===== config.mk =====
export PLATFORM = sky130hd
export DESIGN_NAME = system_bus
export DESIGN_NICKNAME = d
export VERILOG_FILES = /design/src/core_v_mini_mcu_pkg.sv /design/src/system_bus.sv
export VERILOG_INCLUDE_DIRS = /design/src
export SDC_FILE = /design/constraint.sdc
export NUM_CORES = 1
export LEC_CHECK = 0
export ABC_AREA = 1
export BUFFER_PORTS_ARGS = -buffer_cell sky130_fd_sc_hd__buf_4
export CAP_MARGIN = 20
export CORE_AREA = 3 3 239 241
export DETAILED_ROUTE_END_ITERATION = 12
export DIE_AREA = 0 0 242 244
export GPL_TIMING_DRIVEN = 0
export HOLD_SLACK_MARGIN = 0.05
export SYNTH_ARGS = -nofsm -noshare
export SYNTH_HDL_FRONTEND = slang
export SYNTH_SLANG_ARGS = --single-unit

===== constraint.sdc =====
create_clock -name clk_i -period 1.71 [get_ports clk_i]
set_clock_uncertainty 0.1 [all_clocks]
set_input_delay 0.171 -clock clk_i [delete_from_list [all_inputs] [get_ports clk_i]]
set_output_delay 0.171 -clock clk_i [all_outputs]
set_load 0.05 [all_outputs]

===== src/mini_mcu_macros.svh =====
////////////////////
// address map and sizing constants for the mini MCU bus side
// include wherever a window, a bank size or the unmapped read value is needed
////////////////////

`ifndef MINI_MCU_MACROS_SVH
`define MINI_MCU_MACROS_SVH

// total on-chip RAM in bytes, split evenly over two banks
`define MCU_NUM_BYTES 65536
`define MCU_BANK_WORDS 8192

// window bases
`define MCU_RAM0_BASE 32'h0000_0000
`define MCU_RAM1_BASE 32'h0000_8000
`define MCU_PERIPH_BASE 32'h2000_0000
`define MCU_PERIPH_SIZE 32'h0000_1000

// returned by the error responder
`define MCU_UNMAPPED_RDATA 32'hDEAD_BEEF

`endif


===== src/core_v_mini_mcu_pkg.sv =====
////////////////////
// shared bus field types and index encodings
// referenced by scoped name from the bus, memory and peripheral modules
////////////////////

package core_v_mini_mcu_pkg;

  // OBI field widths
  typedef logic [31:0] obi_addr_t;
  typedef logic [31:0] obi_data_t;
  typedef logic [3:0] obi_be_t;

  // slave selected by an address decode
  typedef enum logic [1:0] {
    SLV_RAM0   = 2'd0,
    SLV_RAM1   = 2'd1,
    SLV_PERIPH = 2'd2,
    SLV_NONE   = 2'd3
  } slave_idx_e;

  // masters, in rising priority order
  typedef enum logic [1:0] {
    MST_INSTR = 2'd0,
    MST_DATA  = 2'd1,
    MST_DBG   = 2'd2
  } master_idx_e;

endpackage


===== src/system_bus.sv =====
////////////////////
// OBI crossbar between three masters and three slaves
// fixed priority per slave: dbg, then data, then instr
// unmapped addresses are answered by a built-in error responder
////////////////////

`timescale 1ns/1ps
`include "mini_mcu_macros.svh"

module system_bus (
  input  logic                          clk_i,
  input  logic                          reset_i,

  input  logic                          instr_req_i,
  input  core_v_mini_mcu_pkg::obi_addr_t instr_addr_i,
  input  logic                          instr_we_i,
  input  core_v_mini_mcu_pkg::obi_be_t   instr_be_i,
  input  core_v_mini_mcu_pkg::obi_data_t instr_wdata_i,
  output logic                          instr_gnt_o,
  output logic                          instr_rvalid_o,
  output core_v_mini_mcu_pkg::obi_data_t instr_rdata_o,

  input  logic                          data_req_i,
  input  core_v_mini_mcu_pkg::obi_addr_t data_addr_i,
  input  logic                          data_we_i,
  input  core_v_mini_mcu_pkg::obi_be_t   data_be_i,
  input  core_v_mini_mcu_pkg::obi_data_t data_wdata_i,
  output logic                          data_gnt_o,
  output logic                          data_rvalid_o,
  output core_v_mini_mcu_pkg::obi_data_t data_rdata_o,

  input  logic                          dbg_req_i,
  input  core_v_mini_mcu_pkg::obi_addr_t dbg_addr_i,
  input  logic                          dbg_we_i,
  input  core_v_mini_mcu_pkg::obi_be_t   dbg_be_i,
  input  core_v_mini_mcu_pkg::obi_data_t dbg_wdata_i,
  output logic                          dbg_gnt_o,
  output logic                          dbg_rvalid_o,
  output core_v_mini_mcu_pkg::obi_data_t dbg_rdata_o,

  output logic                          ram0_req_o,
  output core_v_mini_mcu_pkg::obi_addr_t ram0_addr_o,
  output logic                          ram0_we_o,
  output core_v_mini_mcu_pkg::obi_be_t   ram0_be_o,
  output core_v_mini_mcu_pkg::obi_data_t ram0_wdata_o,
  input  logic                          ram0_rvalid_i,
  input  core_v_mini_mcu_pkg::obi_data_t ram0_rdata_i,

  output logic                          ram1_req_o,
  output core_v_mini_mcu_pkg::obi_addr_t ram1_addr_o,
  output logic                          ram1_we_o,
  output core_v_mini_mcu_pkg::obi_be_t   ram1_be_o,
  output core_v_mini_mcu_pkg::obi_data_t ram1_wdata_o,
  input  logic                          ram1_rvalid_i,
  input  core_v_mini_mcu_pkg::obi_data_t ram1_rdata_i,

  output logic                          periph_req_o,
  output core_v_mini_mcu_pkg::obi_addr_t periph_addr_o,
  output logic                          periph_we_o,
  output core_v_mini_mcu_pkg::obi_be_t   periph_be_o,
  output core_v_mini_mcu_pkg::obi_data_t periph_wdata_o,
  input  logic                          periph_rvalid_i,
  input  core_v_mini_mcu_pkg::obi_data_t periph_rdata_i
);

  localparam int NM = 3;
  localparam int NS = 3;

  // master side, index follows master_idx_e
  logic [NM-1:0]                  m_req;
  logic [NM-1:0]                  m_we;
  logic [NM-1:0]                  m_gnt;
  logic [NM-1:0]                  m_rvalid;
  core_v_mini_mcu_pkg::obi_addr_t  m_addr [NM];
  core_v_mini_mcu_pkg::obi_be_t    m_be [NM];
  core_v_mini_mcu_pkg::obi_data_t  m_wdata [NM];
  core_v_mini_mcu_pkg::obi_data_t  m_rdata [NM];
  core_v_mini_mcu_pkg::slave_idx_e m_sel [NM];

  // slave side, index follows slave_idx_e
  logic [NS-1:0]                   s_req;
  logic [NS-1:0]                   s_rvalid;
  core_v_mini_mcu_pkg::obi_data_t   s_rdata [NS];
  core_v_mini_mcu_pkg::master_idx_e s_win [NS];
  core_v_mini_mcu_pkg::master_idx_e s_owner_q [NS];

  // error responder state per master
  logic [NM-1:0] err_q;
  logic [NM-1:0] err_rd_q;

  function automatic core_v_mini_mcu_pkg::slave_idx_e decode(
    input core_v_mini_mcu_pkg::obi_addr_t addr
  );
    if (addr >= `MCU_RAM0_BASE && addr < `MCU_RAM1_BASE) begin
      return core_v_mini_mcu_pkg::SLV_RAM0;
    end else if (addr >= `MCU_RAM1_BASE && addr < `MCU_RAM0_BASE + `MCU_NUM_BYTES) begin
      return core_v_mini_mcu_pkg::SLV_RAM1;
    end else if (addr >= `MCU_PERIPH_BASE &&
                 addr < `MCU_PERIPH_BASE + `MCU_PERIPH_SIZE) begin
      return core_v_mini_mcu_pkg::SLV_PERIPH;
    end
    return core_v_mini_mcu_pkg::SLV_NONE;
  endfunction

  assign m_req   = {dbg_req_i, data_req_i, instr_req_i};
  assign m_we    = {dbg_we_i, data_we_i, instr_we_i};
  assign m_addr  = '{instr_addr_i, data_addr_i, dbg_addr_i};
  assign m_be    = '{instr_be_i, data_be_i, dbg_be_i};
  assign m_wdata = '{instr_wdata_i, data_wdata_i, dbg_wdata_i};

  assign s_rvalid = {periph_rvalid_i, ram1_rvalid_i, ram0_rvalid_i};
  assign s_rdata  = '{ram0_rdata_i, ram1_rdata_i, periph_rdata_i};

  // later masters overwrite earlier ones, so the highest index wins
  always_comb begin
    for (int m = 0; m < NM; m++) begin
      m_sel[m] = decode(m_addr[m]);
    end
    for (int s = 0; s < NS; s++) begin
      s_req[s] = 1'b0;
      s_win[s] = core_v_mini_mcu_pkg::MST_INSTR;
      for (int m = 0; m < NM; m++) begin
        if (m_req[m] && m_sel[m] == core_v_mini_mcu_pkg::slave_idx_e'(s)) begin
          s_req[s] = 1'b1;
          s_win[s] = core_v_mini_mcu_pkg::master_idx_e'(m);
        end
      end
    end
  end

  always_comb begin
    for (int m = 0; m < NM; m++) begin
      if (m_sel[m] == core_v_mini_mcu_pkg::SLV_NONE) begin
        m_gnt[m] = m_req[m];
      end else begin
        m_gnt[m] = m_req[m] && (s_win[m_sel[m]] == core_v_mini_mcu_pkg::master_idx_e'(m));
      end
    end
  end

  // remember who owns each slave's response in the next cycle
  always_ff @(posedge clk_i) begin
    if (reset_i) begin
      s_owner_q <= '{default: core_v_mini_mcu_pkg::MST_INSTR};
      err_q     <= '0;
      err_rd_q  <= '0;
    end else begin
      s_owner_q <= s_win;
      for (int m = 0; m < NM; m++) begin
        err_q[m]    <= m_req[m] && m_sel[m] == core_v_mini_mcu_pkg::SLV_NONE;
        err_rd_q[m] <= m_req[m] && !m_we[m] && m_sel[m] == core_v_mini_mcu_pkg::SLV_NONE;
      end
    end
  end

  // a master is granted at most once per cycle, so one source answers it
  always_comb begin
    for (int m = 0; m < NM; m++) begin
      m_rvalid[m] = err_q[m];
      m_rdata[m]  = err_rd_q[m] ? `MCU_UNMAPPED_RDATA : '0;
      for (int s = 0; s < NS; s++) begin
        if (s_rvalid[s] && s_owner_q[s] == core_v_mini_mcu_pkg::master_idx_e'(m)) begin
          m_rvalid[m] = 1'b1;
          m_rdata[m]  = s_rdata[s];
        end
      end
    end
  end

  assign instr_gnt_o    = m_gnt[0];
  assign instr_rvalid_o = m_rvalid[0];
  assign instr_rdata_o  = m_rdata[0];
  assign data_gnt_o     = m_gnt[1];
  assign data_rvalid_o  = m_rvalid[1];
  assign data_rdata_o   = m_rdata[1];
  assign dbg_gnt_o      = m_gnt[2];
  assign dbg_rvalid_o   = m_rvalid[2];
  assign dbg_rdata_o    = m_rdata[2];

  // winning master's fields go to each slave
  assign ram0_req_o     = s_req[0];
  assign ram0_addr_o    = m_addr[s_win[0]];
  assign ram0_we_o      = m_we[s_win[0]];
  assign ram0_be_o      = m_be[s_win[0]];
  assign ram0_wdata_o   = m_wdata[s_win[0]];
  assign ram1_req_o     = s_req[1];
  assign ram1_addr_o    = m_addr[s_win[1]];
  assign ram1_we_o      = m_we[s_win[1]];
  assign ram1_be_o      = m_be[s_win[1]];
  assign ram1_wdata_o   = m_wdata[s_win[1]];
  assign periph_req_o   = s_req[2];
  assign periph_addr_o  = m_addr[s_win[2]];
  assign periph_we_o    = m_we[s_win[2]];
  assign periph_be_o    = m_be[s_win[2]];
  assign periph_wdata_o = m_wdata[s_win[2]];

  a_gnt_needs_req: assert property (@(posedge clk_i) disable iff (reset_i)
    (m_gnt & ~m_req) == '0);

  for (genvar s = 0; s < NS; s++) begin : g_slave_chk
    logic [NM-1:0] gnt_vec;

    always_comb begin
      for (int m = 0; m < NM; m++) begin
        gnt_vec[m] = m_gnt[m] && m_sel[m] == core_v_mini_mcu_pkg::slave_idx_e'(s);
      end
    end

    a_one_gnt: assert property (@(posedge clk_i) disable iff (reset_i) $onehot0(gnt_vec));

    // slave must answer exactly one cycle after each accepted request
    a_rvalid_timing: assert property (@(posedge clk_i) disable iff (reset_i)
      s_rvalid[s] == $past(s_req[s]));
  end

endmodule


==> metrics <==
worst hold margin between 0.15 and 0.2 ns; endpoint class of the critical path output pin; post-layout worst setup margin -0.4796 ns; master cell of the clock root buffer clkbuf_16; CTS Hold Buffers Added 0; cells along the critical path nor3_4 -> inv_2 -> a21oi_4 -> buf_12 -> clkbuf_16 -> o21ai_1 -> o211ai_1 -> o21ai_4 -> buf_6; Syn Nets 1600; GRT Residual Overflow 0; via count roughly 13k; Ys Warns 0; worst hold path type in -> reg; number of unique standard cell types used by synthesis 32; via count of the first global-routing pass between 10k and 15k; clock-pin slew of the registers on the worst-case setup and hold paths ~0.04 ns; number of CTS-inserted buffers 3; drt wl/cell 24.56 µm; fin crit share 128.0%; highest attainable clock frequency 456.7 MHz; gp weighted congestion 0.9468; Worst Tran Pin Value about 1.0 ns; Slew Limit Headroom between 20% and 30%; unrepaired setup endpoints after global routing yes; Slowest-stage cell, CP dfxtp_4; highest net fanout along the worst path 6; mean instance size in the synthesized netlist 4.701 µm²; result of the run finished, violations left; die area between 50000 and 60000 µm²; vias per cell around 4.7; cell area after placement between 10000 and 15000 µm²; number of nets in the layout ~2.3k; fraction of final layout cells sized beyond drive strength 1 between 70 and 80%; flops & latches, synth 12; post-synthesis instance area ~6100 µm²; Final Instance Area 20300 µm²; cells taking the most area after synthesis nand2_1 (29%), nand3_1 (19%), o211ai_1 (10%); violation count after the first detailed-routing iteration between 400 and 500; floorplan row count 86; fill cell instance count of the final layout around 5.6k; Worst Path Required between 1 and 1.5 ns; Hold Violations, Final 0; Crit Path Category reg -> out; Total Power approximately 5.4 mW; Final Max Tran Viols 0; global router's overall resource usage between 20 and 25%; clk sinks 12; number of levels in the clock H-tree 1; io pins about 620; core outline area ~55000 µm²; gate count of the mapped netlist 1289; Min Clock Period, post-route 2.190 ns; effective utilization at floorplan a little over a tenth; count of port buffers added during placement roughly 620; CTS tree built; pin count of the biggest net entering global routing 11; fraction of synthesized cell area taken by the top area cell type between 20% and 30%; number of setup violations in the final report 310; number of routed nets with antenna violations 0; total power density per cell area ~270 nW/µm²; maxcap violations 0; y dimension of the die about 240 µm; post-detailed-placement half-perimeter wirelength approximately 52 mm; failing checks negative setup slack; Leakage approximately 9.5 nW; sequential fraction of the synthesis area ~4%; final wirelength 68.41 mm; clk buf depth 2; crit path DAT roughly 1.9 ns; DRC violation count after routing 0; largest incremental delay on the critical path 0.36 ns; wire length of the first global-routing pass ~90 mm; first-pass detailed-route iteration total 4; area leader, netlist nand2_1; sum of negative setup slack -88.05 ns; Max IR drop VDD around 0.24 mV; layout-stage area growth over the synthesis result 235.0%; Critical Path Source Type flop; initial antenna violation count 10; horizontal extent of the die 242 µm
[metal layers]
metal / global-route usage, % / part of all wire (%)
met1: 22.43 / 36
met2: 39.26 / 52
met3: 3.531 / 6.2
met4: 7.107 / 5.2
met5: 0 / 0.013
[cell usage in the layout, fill, tap and decap left out, types with 7 or more instances in the layout]
cell       instances
nand3_4          113
nor2_2            20
inv_1             92
nand3_1           42
buf_8            117
nand2_4          119
buf_12            53
o21ai_2           68
o21ai_4           25
buf_16             8
clkbuf_16         35
o21ai_1           14
nor2_4            44
nand2_1          270
nor2_1            37
a21oi_2           12
a21oi_4           11
buf_4            399
nand2_2           69
dfxtp_1            7
o211ai_1          84
nand3_2           75
buf_6            200
o21ai_0           15
o22ai_2           20
[area by class of cell]
| class | instances | area, µm² | share of cell area (%) |
|---|---|---|---|
| Multi-Input combinational cell | 1070 | 9211 | 45.38 |
| Timing Repair Buffer | 742 | 7945 | 39.14 |
| Buffer | 88 | 1280 | 6.306 |
| Tap cell | 748 | 935.9 | 4.611 |
| Inverter | 116 | 560.5 | 2.762 |
| Sequential cell | 12 | 254.0 | 1.251 |
| Clock buffer | 4 | 88.84 | 0.4377 |
| Timing Repair inverter | 1 | 11.26 | 0.05548 |
| Antenna cell | 4 | 10.01 | 0.04932 |
[where the power goes]
group | internal (mW) | switching, mW
registers | 0.283 | 0.00409
logic | 1.84 | 2.84
clock network | 0.352 | 0.110
[cell families (layout without fill, tap and decap cells)]
logic type	count (synthesis)	count (layout)	synth area share, %
compound gates	254	254	25.05
buf+inv	208	951	13.94
flops	12	12	3.964
other cells	0	4	0
simple gates	815	816	57.05
[state kept, by name (all words and copies together) (netlist names)]
signal,flops
err_rd_q,3
err_q,3
s_owner_q,6
[repair_timing]
action	in CTS	in global routing
gates resized for setup	698	621
pin swaps	62	130
setup endpoints to repair	314	313
gates cloned	19	18
endpoints found under the hold margin	0	0
setup buffers	49	41
[stage by stage]
stage	util, %	setup slack (ns)	cells
detailed placement	25.15	-1.122	2659
global route	36.84	-0.5061	2785
CTS	31.88	-0.4185	2729
finish	36.84	-0.4796	2785
global placement	25.15	-1.083	2659
floorplan	-	-0.2202	1289
[cell usage after synthesis, drive strengths merged]
library cell	n
a21oi	24
buf	43
nand2	462
o211ai	84
nor4	1
clkbuf	49
nor3	8
nand3b	1
clkinv	1
o22ai	23
dfxtp	12
nor3b	1
or3b	1
nand4	9
inv	115
o221ai	1
or3	1
o21ai	122
nor2	101
nand3	229
nor4b	1
[critical path, delay by kind of cell (launching register included)]
family	cells	cell delay, ns
compound gates	4	0.55
flops	1	0.36
buf+inv	4	0.59
simple gates	1	0.18
[final timing paths]
path	start	slack [ns]	to	cells after the start
min	instr_we_i	0.15	err_rd_q[0]	2
max	s_owner_q[5]	-0.48	data_rdata_o[9]	9
Power figures use the tool's default switching activity.
