==> src/mini_mcu_macros.svh <==
////////////////////
// address map and sizing constants for the mini MCU bus side
// include wherever a window, a bank size or the unmapped read value is needed
////////////////////

`ifndef MINI_MCU_MACROS_SVH
`define MINI_MCU_MACROS_SVH

// total on-chip RAM in bytes, split evenly over two banks
`define MCU_NUM_BYTES 65536
`define MCU_BANK_WORDS 8192

// window bases
`define MCU_RAM0_BASE 32'h0000_0000
`define MCU_RAM1_BASE 32'h0000_8000
`define MCU_PERIPH_BASE 32'h2000_0000
`define MCU_PERIPH_SIZE 32'h0000_1000

// returned by the error responder
`define MCU_UNMAPPED_RDATA 32'hDEAD_BEEF

`endif

==> src/core_v_mini_mcu_pkg.sv <==
////////////////////
// shared bus field types and index encodings
// referenced by scoped name from the bus, memory and peripheral modules
////////////////////

package core_v_mini_mcu_pkg;

  // OBI field widths
  typedef logic [31:0] obi_addr_t;
  typedef logic [31:0] obi_data_t;
  typedef logic [3:0] obi_be_t;

  // slave selected by an address decode
  typedef enum logic [1:0] {
    SLV_RAM0   = 2'd0,
    SLV_RAM1   = 2'd1,
    SLV_PERIPH = 2'd2,
    SLV_NONE   = 2'd3
  } slave_idx_e;

  // masters, in rising priority order
  typedef enum logic [1:0] {
    MST_INSTR = 2'd0,
    MST_DATA  = 2'd1,
    MST_DBG   = 2'd2
  } master_idx_e;

endpackage

==> src/peripheral_subsystem.sv <==
////////////////////
// peripheral slave holding the program exit registers
// 0x0 exit value, 0x4 exit valid (bit 0, sticky), 0x8 scratch
////////////////////

`timescale 1ns/1ps
`include "mini_mcu_macros.svh"

module peripheral_subsystem (
  input  logic                          clk_i,
  input  logic                          reset_i,
  input  logic                          req_i,
  input  core_v_mini_mcu_pkg::obi_addr_t addr_i,
  input  logic                          we_i,
  input  core_v_mini_mcu_pkg::obi_be_t   be_i,
  input  core_v_mini_mcu_pkg::obi_data_t wdata_i,
  output logic                          rvalid_o,
  output core_v_mini_mcu_pkg::obi_data_t rdata_o,
  output core_v_mini_mcu_pkg::obi_data_t exit_value_o,
  output logic                          exit_valid_o
);

  core_v_mini_mcu_pkg::obi_addr_t offset;
  core_v_mini_mcu_pkg::obi_data_t exit_value_q;
  core_v_mini_mcu_pkg::obi_data_t scratch_q;
  core_v_mini_mcu_pkg::obi_data_t read_data;
  logic                          exit_valid_q;
  logic                          wr;

  function automatic core_v_mini_mcu_pkg::obi_data_t merge_be(
    input core_v_mini_mcu_pkg::obi_data_t old_val,
    input core_v_mini_mcu_pkg::obi_data_t new_val,
    input core_v_mini_mcu_pkg::obi_be_t   be
  );
    core_v_mini_mcu_pkg::obi_data_t res;
    res = old_val;
    for (int b = 0; b < $bits(be); b++) begin
      if (be[b]) begin
        res[8*b +: 8] = new_val[8*b +: 8];
      end
    end
    return res;
  endfunction

  assign offset = addr_i - `MCU_PERIPH_BASE;
  assign wr     = req_i && we_i;

  always_comb begin
    case (offset)
      32'h0:   read_data = exit_value_q;
      32'h4:   read_data = {31'b0, exit_valid_q};
      32'h8:   read_data = scratch_q;
      default: read_data = '0;
    endcase
  end

  always_ff @(posedge clk_i) begin
    if (reset_i) begin
      exit_value_q <= '0;
      exit_valid_q <= 1'b0;
      scratch_q    <= '0;
      rvalid_o     <= 1'b0;
      rdata_o      <= '0;
    end else begin
      rvalid_o <= req_i;
      if (req_i) begin
        rdata_o <= we_i ? '0 : read_data;
      end
      if (wr && offset == 32'h0) begin
        exit_value_q <= merge_be(exit_value_q, wdata_i, be_i);
      end
      // once raised, exit valid stays until reset
      if (wr && offset == 32'h4 && be_i[0] && wdata_i[0]) begin
        exit_valid_q <= 1'b1;
      end
      if (wr && offset == 32'h8) begin
        scratch_q <= merge_be(scratch_q, wdata_i, be_i);
      end
    end
  end

  assign exit_value_o = exit_value_q;
  assign exit_valid_o = exit_valid_q;

  a_exit_sticky: assert property (@(posedge clk_i) disable iff (reset_i)
    !$fell(exit_valid_o));

endmodule

==> config.mk <==
export PLATFORM = sky130hd
export DESIGN_NAME = peripheral_subsystem
export DESIGN_NICKNAME = d
export VERILOG_FILES = /design/src/core_v_mini_mcu_pkg.sv /design/src/peripheral_subsystem.sv
export VERILOG_INCLUDE_DIRS = /design/src
export SDC_FILE = /design/constraint.sdc
export NUM_CORES = 1
export LEC_CHECK = 0
export BUFFER_PORTS_ARGS = -buffer_cell sky130_fd_sc_hd__clkbuf_2
export CAP_MARGIN = 10
export CORE_MARGIN = 2
export CORE_UTILIZATION = 51
export CTS_CLUSTER_DIAMETER = 30
export CTS_CLUSTER_SIZE = 10
export DETAILED_ROUTE_END_ITERATION = 6
export GPL_TIMING_DRIVEN = 0
export PLACE_DENSITY = 0.76
export SLEW_MARGIN = 0
export SYNTH_ARGS = -nofsm -noshare
export SYNTH_HDL_FRONTEND = slang
export SYNTH_SLANG_ARGS = --single-unit
==> constraint.sdc <==
create_clock -name clk_i -period 2.65 [get_ports clk_i]
set_clock_uncertainty 0.05 [all_clocks]
set_input_delay 0.1325 -clock clk_i [delete_from_list [all_inputs] [get_ports clk_i]]
set_output_delay 0.1325 -clock clk_i [all_outputs]
set_load 0.05 [all_outputs]
==> results of run 1 <==
[power groups by stage]
stage / clock network [W] / registers, W / logic [W]
2_1_floorplan: 0 / 0.00151 / 0.0000653
3_3_place_gp: 0 / 0.00151 / 0.000156
3_5_place_dp: 0 / 0.00151 / 0.000158
4_1_cts: 0.000884 / 0.00147 / 0.000197
5_1_grt: 0.000946 / 0.00147 / 0.000213
6_report: 0.000881 / 0.00147 / 0.000201
[worst min-delay path, stage by stage]
cell and delay (ns):
clkbuf_2 0.11, nand4_1 0.08, a21oi_1 0.07
[metrics by stage]
stage | cells | hold slack [ns] | power (W) | instance area (um2)
global placement | 732 | 0.322 | 0.00166 | 5310
finish | 781 | 0.00327 | 0.00255 | 5810
CTS | 781 | 0.00168 | 0.00255 | 5810
floorplan | 489 | 0.162 | 0.00157 | 4500
global route | 781 | 0.00823 | 0.00263 | 5810
detailed placement | 732 | 0.333 | 0.00166 | 5310
[path summary, 6_finish.rpt]
path	startpoint	to	slack, ns	depth (start not counted)
hold reg to reg	rdata_o[29]$_SDFFE_PP0P_	rdata_o[29]$_SDFFE_PP0P_	0.41	2
setup reg to reg	exit_value_o[0]$_SDFFE_PP0P_	rdata_o[0]$_SDFFE_PP0P_	1.71	4
setup / recovery	addr_i[13]	scratch_q[14]$_SDFFE_PP0P_	0.44	6
hold / removal	wdata_i[6]	exit_value_o[6]$_SDFFE_PP0P_	0.003	3
[kinds of logic after synthesis]
group / count (synthesis) / share of synthesized area (%)
compound gates: 162 / 25.6
simple gates: 131 / 17.3
flops: 98 / 43.6
buf+inv: 64 / 5.97
mux: 32 / 7.11
xor+xnor: 1 / 0.195
fa+ha+maj: 1 / 0.278
[what timing repair did]
action                    CTS  global route
hold endpoints to repair   62             0
setup buffers               0             0
resized for setup           0             0
hold buffers               33             0
[sequential cells by signal, summed over array words and instances (netlist names)]
| name | count |
|---|---|
| exit_valid_o | 1 |
| exit_value_o | 32 |
| rdata_o | 32 |
| rvalid_o | 1 |
| scratch_q | 32 |
[per-layer routing]
layer	track usage, %	routed length (um)
met1	40.9	6250
met2	50.4	7080
met3	3.65	1180
met4	13.9	463
met5	0	0
[layout by cell type (no fill, tap or decap), types with 2 or more instances in the layout]
cell,netlist,routed
nand4_1,70,70
dlygate4sd3_1,0,33
inv_6,0,2
clkbuf_8,0,9
nor4_2,4,4
a21oi_1,64,64
buf_2,5,5
or4_1,2,2
o31ai_2,20,20
and4_1,6,6
nor4_1,3,3
nor2_1,4,4
mux2i_1,32,32
clkbuf_2,0,135
inv_1,3,3
clkinvlp_4,0,2
nand2_1,33,33
buf_6,3,3
o31ai_1,75,75
clkbuf_1,52,54
dfxtp_1,98,98
[cell type report]
type	instances	area, um2
buffer	61	258
clock buffer	11	131
clock inverter	5	37.5
fill	700	2820
inverter	3	11.3
multi-input combinational	327	2270
sequential	98	1960
tap	108	135
timing repair buffer	168	1010
==> results.sh, run 1 <==
export IMPL_crit_fanout=10
export IMPL_die_h_um=98.0
export IMPL_grt_util_all_layers_pct=30.8
export IMPL_worstPathArrival_ns=2.39
export IMPL_antenna_found_initial=0
export IMPL_async_flop_share_pct=0
export IMPL_slowest_stage="nor4_2"
export IMPL_period_share_pct=83.4
export IMPL_p_int_w=0.00191
export IMPL_cts_made_buffers=9
export IMPL_yosysMostFrequentCell="dfxtp_1"
export IMPL_required_ns=2.83
export IMPL_fp_row_count=34
export IMPL_slew_headroom_pct=40.8
export IMPL_syn_inst=489
export IMPL_clkPwrFrac_pct=34.5
export IMPL_crit_chain="clkbuf_2 > nor4_2 > nand4_1 > clkbuf_1 > o31ai_1 > a21oi_1"
export IMPL_ys_seq_area_share_pct=43.6
export IMPL_synthTopCellsByArea="dfxtp_1, o31ai_1, nand4_1"
export IMPL_post_dp_hpwl_um=10400
export IMPL_ctsHtreeMaxLevel=3
export IMPL_port_buffers=135
export IMPL_tns_ns=0
export IMPL_ir_drop_uv=271
export IMPL_yosysTopAreaCell="dfxtp_1"
export IMPL_grt_max_degree=17
export IMPL_synth_top_cells_by_count="dfxtp_1, o31ai_1, nand4_1, a21oi_1, clkbuf_1"
export IMPL_p_comb_share_pct=7.9
export IMPL_clock_latency_ns=0.37
export IMPL_hp_class="in2reg"
export IMPL_synth_top_area_share_pct=43.6
export IMPL_area_growth_pct=29.1
export IMPL_first_global_vias=4585
export IMPL_cpPeakStageDelay_ns=0.78
export IMPL_vias=4889
export IMPL_post_route_util_pct=67.3
export IMPL_wl_per_cell_um=19.2
export IMPL_overflow=0
export IMPL_crit_type="in2reg"
export IMPL_ys_ff_latch=98
export IMPL_ant_nets=0
export IMPL_start_kind="input port"
export IMPL_routabilityCongestion=0.870
export IMPL_p_seq_share_pct=57.6
export IMPL_firstDrtPassIters=5
export IMPL_layout_drive_gt1_share_pct=27.2
export IMPL_end_kind="register"
export IMPL_cts_tree="yes"
export IMPL_switching_power_w=0.000642
export IMPL_fmax_ghz=0.453
export IMPL_cts_root_buf="clkbuf_8"
export IMPL_netlist_area_um2=4500
export IMPL_ys_warn_count=0
export IMPL_core_area_um2=8640
export IMPL_io_pins=138
export IMPL_grt_pass1_wl_um=23500
export IMPL_layout_setup_ws_ns=0.441
export IMPL_powerDensity_nw_per_um2=439
export IMPL_synth_fp_nets=562
export IMPL_drc=0
export IMPL_critPathBufInv=2
export IMPL_hold_violations=0
export IMPL_start_util_pct=52.1
export IMPL_worst_path_dominant_cell_family="simple AND/OR/NAND/NOR gates"
export IMPL_finalWirelength_um=15000
export IMPL_finalSetupViolCount=0
export IMPL_die_area_um2=9600
export IMPL_p_leak_nw=2.15
export IMPL_worst_pin_slew_ns=0.881
export IMPL_maxCapViolations=0
export IMPL_clk_path_buf_depth=2
export IMPL_via_per_inst=6.26
export IMPL_synth_edff_count=0
export IMPL_synthFlopType="dfxtp_1"
export IMPL_swShare_pct=25.1
export IMPL_die_x_um=98.0
export IMPL_status="complete, no violations"
export IMPL_report_final_slew_viol_count=0
export IMPL_yosysUniqueCellTypes=31
export IMPL_antenna_cells=0
export IMPL_postSynthAreaPerCell_um2=9.21
export IMPL_rsz0062_at_grt="false"
export IMPL_period_needed_ns=2.21
export IMPL_clk_pin_slew_ns=0.10
export IMPL_dpl_worst_slack_ns=0.179
export IMPL_numClockSinks=98
export IMPL_nets=741
export IMPL_dr_first_iter_drc_count=379
Note: power is estimated with default switching activity, not from simulation.
==> inputs of run 2 (changes only) <==
CORE_UTILIZATION = 46   (was 51)
PLACE_DENSITY = 0.73   (was 0.76)
clock period = 2 ns   (was 2.65 ns; I/O delays follow)
==> run 2 against run 1 <==
  * Die area up 10%
  * Non-clock buffer count up 3
  * Sequential power up 33%
  * Highest routed layer unchanged
==> results.sh, run 2 (same netlist as run 1, synthesis figures left out) <==
export IMPL_status="complete, no violations"
export IMPL_via_per_inst=6.08
export IMPL_whs_ns=0.129
export IMPL_core_area_um2=9640
export IMPL_cts_tree="yes"
export IMPL_slew_headroom_pct=45.3
export IMPL_clkPwrFrac_pct=38.7
export IMPL_finalSetupViolCount=0
export IMPL_crit_fanout=10
export IMPL_overflow=0
export IMPL_layout_drive_gt1_share_pct=28.3
export IMPL_min_from="req_i"
export IMPL_numClockSinks=98
export IMPL_antenna_cells=0
export IMPL_powerDensity_nw_per_um2=612
export IMPL_area_growth_pct=32.3
export IMPL_die_area_um2=10600
export IMPL_start_kind="input port"
export IMPL_clk_path_buf_depth=2
export IMPL_worstPathArrival_ns=2.12
export IMPL_p_int_w=0.00281
export IMPL_drc=0
export IMPL_layout_commonest_cell="clkbuf_2"
export IMPL_swShare_pct=22.9
export IMPL_tns_ns=0
export IMPL_wl_per_cell_um=19.2
export IMPL_fp_row_count=36
export IMPL_crit_type="in2reg"
export IMPL_worst_pin_slew_ns=0.821
export IMPL_p_leak_nw=2.21
export IMPL_firstDrtPassIters=6
export IMPL_period_share_pct=93.8
export IMPL_antenna_found_initial=0
export IMPL_ant_nets=0
export IMPL_post_dp_hpwl_um=10800
export IMPL_grt_max_degree=16
export IMPL_fmax_ghz=0.533
export IMPL_hp_class="in2reg"
export IMPL_ff_latch_area_um2=1960
export IMPL_p_comb_share_pct=7.7
export IMPL_start_util_pct=46.7
export IMPL_cts_root_buf="clkbuf_8"
export IMPL_io_pins=138
export IMPL_ir_drop_uv=321
export IMPL_clock_latency_ns=0.37
export IMPL_end_kind="register"
export IMPL_mostFrequentLayoutCells="clkbuf_2, dfxtp_1, o31ai_1"
export IMPL_finalWirelength_um=15500
export IMPL_clk_pin_slew_ns=0.10
export IMPL_die_x_um=103
export IMPL_report_final_slew_viol_count=0
export IMPL_port_buffers=135
export IMPL_hold_violations=0
export IMPL_dr_first_iter_drc_count=380
export IMPL_cts_made_buffers=9
export IMPL_grt_pass1_wl_um=23100
export IMPL_fillCellCount=871
export IMPL_vias=4913
export IMPL_crit_path_start="addr_i[25]"
export IMPL_routabilityCongestion=0.917
export IMPL_required_ns=2.24
export IMPL_p_seq_share_pct=53.5
export IMPL_rsz0062_at_grt="false"
export IMPL_grt_util_all_layers_pct=28.6
export IMPL_die_h_um=103
export IMPL_nets=744
export IMPL_switching_power_w=0.000834
export IMPL_period_needed_ns=1.88
export IMPL_reg2reg_from="exit_value_o[0]$_SDFFE_PP0P_"
export IMPL_ctsHtreeMaxLevel=3
export IMPL_maxCapViolations=0
export IMPL_multi_input_area_um2=2300
export IMPL_first_global_vias=4514
==> run 2: cell types whose count changed in the layout (fill, tap and decap cells not counted), sizes merged <==
cell	delta
buf	+1
bufinv	+2
clkbuf	+1
clkinvlp	-1
dlygate4sd3	+1
inv	-2
==> run 2: area by class of cell <==
type                       count  area share, %
buffer                        61           4.43
clock buffer                  11           2.37
clock inverter                 4           1.28
inverter                       3          0.189
multi-input combinational    327           38.7
sequential                    98           32.9
tap                          133           2.79
timing repair buffer         171           17.3
==> run 2: worst max-delay path: stages <==
cell and delay, ns:
clkbuf_2 0.08, or4_4 0.58, nor4_2 0.58, clkbuf_1 0.45, nand4_1 0.15, a21oi_1 0.18
==> run 2: repair_timing <==
item / 4_1_cts / 5_1_grt
buffers inserted: 0 / 2
gates resized for setup: 0 / 13
hold buffers: 34 / 0
hold endpoints to repair: 65 / 0
setup endpoints to repair: 0 / 78
==> run 2: worst paths after layout <==
check	depth (start not counted)	end	slack [ns]
worst max-delay path	6	scratch_q[28]$_SDFFE_PP0P_	0.12
worst min-delay path	4	rdata_o[5]$_SDFFE_PP0P_	0.13
worst max register to register	4	rdata_o[0]$_SDFFE_PP0P_	1.08
worst min register to register	2	rdata_o[29]$_SDFFE_PP0P_	0.41
==> run 2: per-stage QoR <==
step	cell area, um2	std cells	total power [W]	setup slack [ns]	utilization, %
6_report	5960	808	0.00364	0.123	61.8
5_1_grt	5960	808	0.00375	0.00521	61.8
4_1_cts	5900	806	0.00365	0.0209	61.2
3_5_place_dp	5350	757	0.00221	-0.367	55.5
3_3_place_gp	5350	757	0.00221	-0.298	55.5
2_1_floorplan	4500	489	0.00209	0.0768	-
==> run 2: power by group through the flow <==
stage	Clock (W)	Sequential (W)	Combinational, W
finish	0.00141	0.00195	0.000282
global route	0.00150	0.00195	0.000297
CTS	0.00143	0.00195	0.000269
detailed placement	0	0.00200	0.000215
global placement	0	0.00200	0.000212
floorplan	0	0.00200	0.0000866
==> run 2: metal layers <==
metal	vias to the layer above	wire length, um	GRT usage, %
li1	2260	-	-
met1	2315	6390	38.1
met2	292	7190	46.2
met3	46	1430	4.00
met4	0	483	13.0
met5	-	0	0
==> inputs of run 3 (changes only) <==
CORE_ASPECT_RATIO = 2   (was default)
==> run 3 against run 2 <==
  * Clock-buffer cell count increased by 2
  * First-iteration DRC count increased by 21%
  * Routed wire length decreased by 0.43%
  * Worst setup slack got worse by 0.042 ns
  * Hold slack got worse by 0.12 ns
  * Core utilization increased by 0.69 points
  * Cell count decreased by 0.12%
  * Largest cell class unchanged
  * Largest power group unchanged
  * Critical endpoint is now scratch_q[9]$_SDFFE_PP0P_
  * Critical path depth increased by 1
  * Highest routed layer unchanged
  * Power increased by 7.7%
==> results.sh, run 3 (same netlist as run 1, synthesis figures left out) <==
export IMPL_grt_util_all_layers_pct=29.0
export IMPL_clk_path_buf_depth=2
export IMPL_cts_tree="yes"
export IMPL_wl_per_cell_um=19.1
export IMPL_firstDrtPassIters=6
export IMPL_port_buffers=135
export IMPL_required_ns=2.15
export IMPL_routabilityCongestion=0.904
export IMPL_clk_pin_slew_ns=0.07
export IMPL_stdcell_area_um2=6020
export IMPL_dpl_cell_count=756
export IMPL_period_needed_ns=1.92
export IMPL_report_final_slew_viol_count=0
export IMPL_ir_drop_uv=446
export IMPL_fp_row_count=51
export IMPL_crit_fanout=10
export IMPL_worstPathArrival_ns=2.07
export IMPL_hold_violations=0
export IMPL_vias=4871
export IMPL_maxCapViolations=0
export IMPL_clock_latency_ns=0.34
export IMPL_antenna_found_initial=0
export IMPL_antenna_cells=0
export IMPL_core_area_um2=9640
export IMPL_die_h_um=144
export IMPL_ant_nets=0
export IMPL_crit_chain="clkbuf_2 > or4_4 > or4_1 > clkbuf_1 > buf_2 > o31ai_1 > a21oi_1"
export IMPL_via_per_inst=6.04
export IMPL_io_pins=138
export IMPL_p_total_w=0.00392
export IMPL_ctsHtreeMaxLevel=3
export IMPL_tns_ns=0
export IMPL_cpPeakStageDelay_ns=0.59
export IMPL_fmax_ghz=0.521
export IMPL_first_global_vias=4805
export IMPL_finalSetupViolCount=0
export IMPL_cts_made_buffers=9
export IMPL_hp_class="in2reg"
export IMPL_layout_drive_gt1_share_pct=29.2
export IMPL_nets=743
export IMPL_die_x_um=74.0
export IMPL_start_kind="input port"
export IMPL_final_cell_count_no_fill=807
export IMPL_p_leak_nw=2.26
export IMPL_dr_first_iter_drc_count=459
export IMPL_slew_headroom_pct=43.8
export IMPL_slowest_stage="or4_4"
export IMPL_worstRegToRegCells=4
export IMPL_area_growth_pct=33.7
export IMPL_layout_commonest_cell="clkbuf_2"
export IMPL_end_kind="register"
export IMPL_hold_depth=3
export IMPL_mostFrequentLayoutCells="clkbuf_2, dfxtp_1, o31ai_1"
export IMPL_period_share_pct=96.0
export IMPL_fillCellCount=824
export IMPL_overflow=0
export IMPL_cts_root_buf="clkbuf_16"
export IMPL_worst_pin_slew_ns=0.843
export IMPL_drc=0
export IMPL_post_dp_hpwl_um=11300
export IMPL_numClockSinks=98
export IMPL_post_dp_cell_area_um2=5340
export IMPL_grt_pass1_wl_um=23800
export IMPL_grt_max_degree=15
export IMPL_crit_type="in2reg"
export IMPL_status="complete, no violations"
export IMPL_finalWirelength_um=15400
export IMPL_start_util_pct=46.7
export IMPL_powerDensity_nw_per_um2=652
export IMPL_die_area_um2=10600
## run 3: per-layer routing
layer	vias up	track usage, %	share of wire, %
met5	-	0	0
met4	0	16.8	4.7
met3	56	3.93	6.5
met2	252	52.0	53
met1	2303	31.4	35
li1	2260	-	-
## run 3: area by class of cell
cell class                      instances  area, um2  share of cell area, %
Buffer                                 61        269                   4.47
Clock buffer                           13        240                   3.99
Sequential cell                        98       1960                   32.6
Tap cell                              132        165                   2.74
Timing Repair Buffer                  170       1010                   16.8
Clock inverter                          3       40.0                  0.665
Inverter                                3       11.3                  0.187
Multi-Input combinational cell        327       2320                   38.5
## run 3: critical path, delay by kind of cell
kind | cells | cell delay [ns]
AO/OA/AOI/OAI | 2 | 0.35
AND/OR/NAND/NOR | 2 | 1.12
buffers and inverters | 3 | 0.49
## run 3: power by group
group	total, W	internal [W]	switching (W)
Sequential	0.00195	0.00195	0.000000433
Clock	0.00170	0.000969	0.000729
Combinational	0.000275	0.000122	0.000153
Total	0.00392	0.00304	0.000882
## run 3: worst paths after layout
check                           slack (ns)                          to                         start
worst max register to register        1.01     rdata_o[0]$_SDFFE_PP0P_  exit_value_o[0]$_SDFFE_PP0P_
worst min-delay path                  0.01  scratch_q[19]$_SDFFE_PP0P_                   wdata_i[19]
worst max-delay path                  0.08   scratch_q[9]$_SDFFE_PP0P_                    addr_i[25]
worst min register to register        0.40    rdata_o[16]$_SDFFE_PP0P_      rdata_o[16]$_SDFFE_PP0P_
## run 3: timing repair
item / in CTS / in global routing
buffers inserted: 0 / 5
pin swaps: 0 / 2
resized for setup: 2 / 22
endpoints found under the hold margin: 52 / 0
hold buffers: 30 / 0
endpoints found under the setup margin: 79 / 76
## run 3: stage by stage
stage / setup slack, ns / hold slack, ns / util, %
finish: 0.0806 / 0.00981 / 62.5
global route: -0.00186 / 0.00515 / 62.5
CTS: 0.0224 / 0.000371 / 61.7
detailed placement: -0.459 / 0.287 / 55.5
global placement: -0.385 / 0.289 / 55.5
floorplan: 0.0768 / 0.129 / -
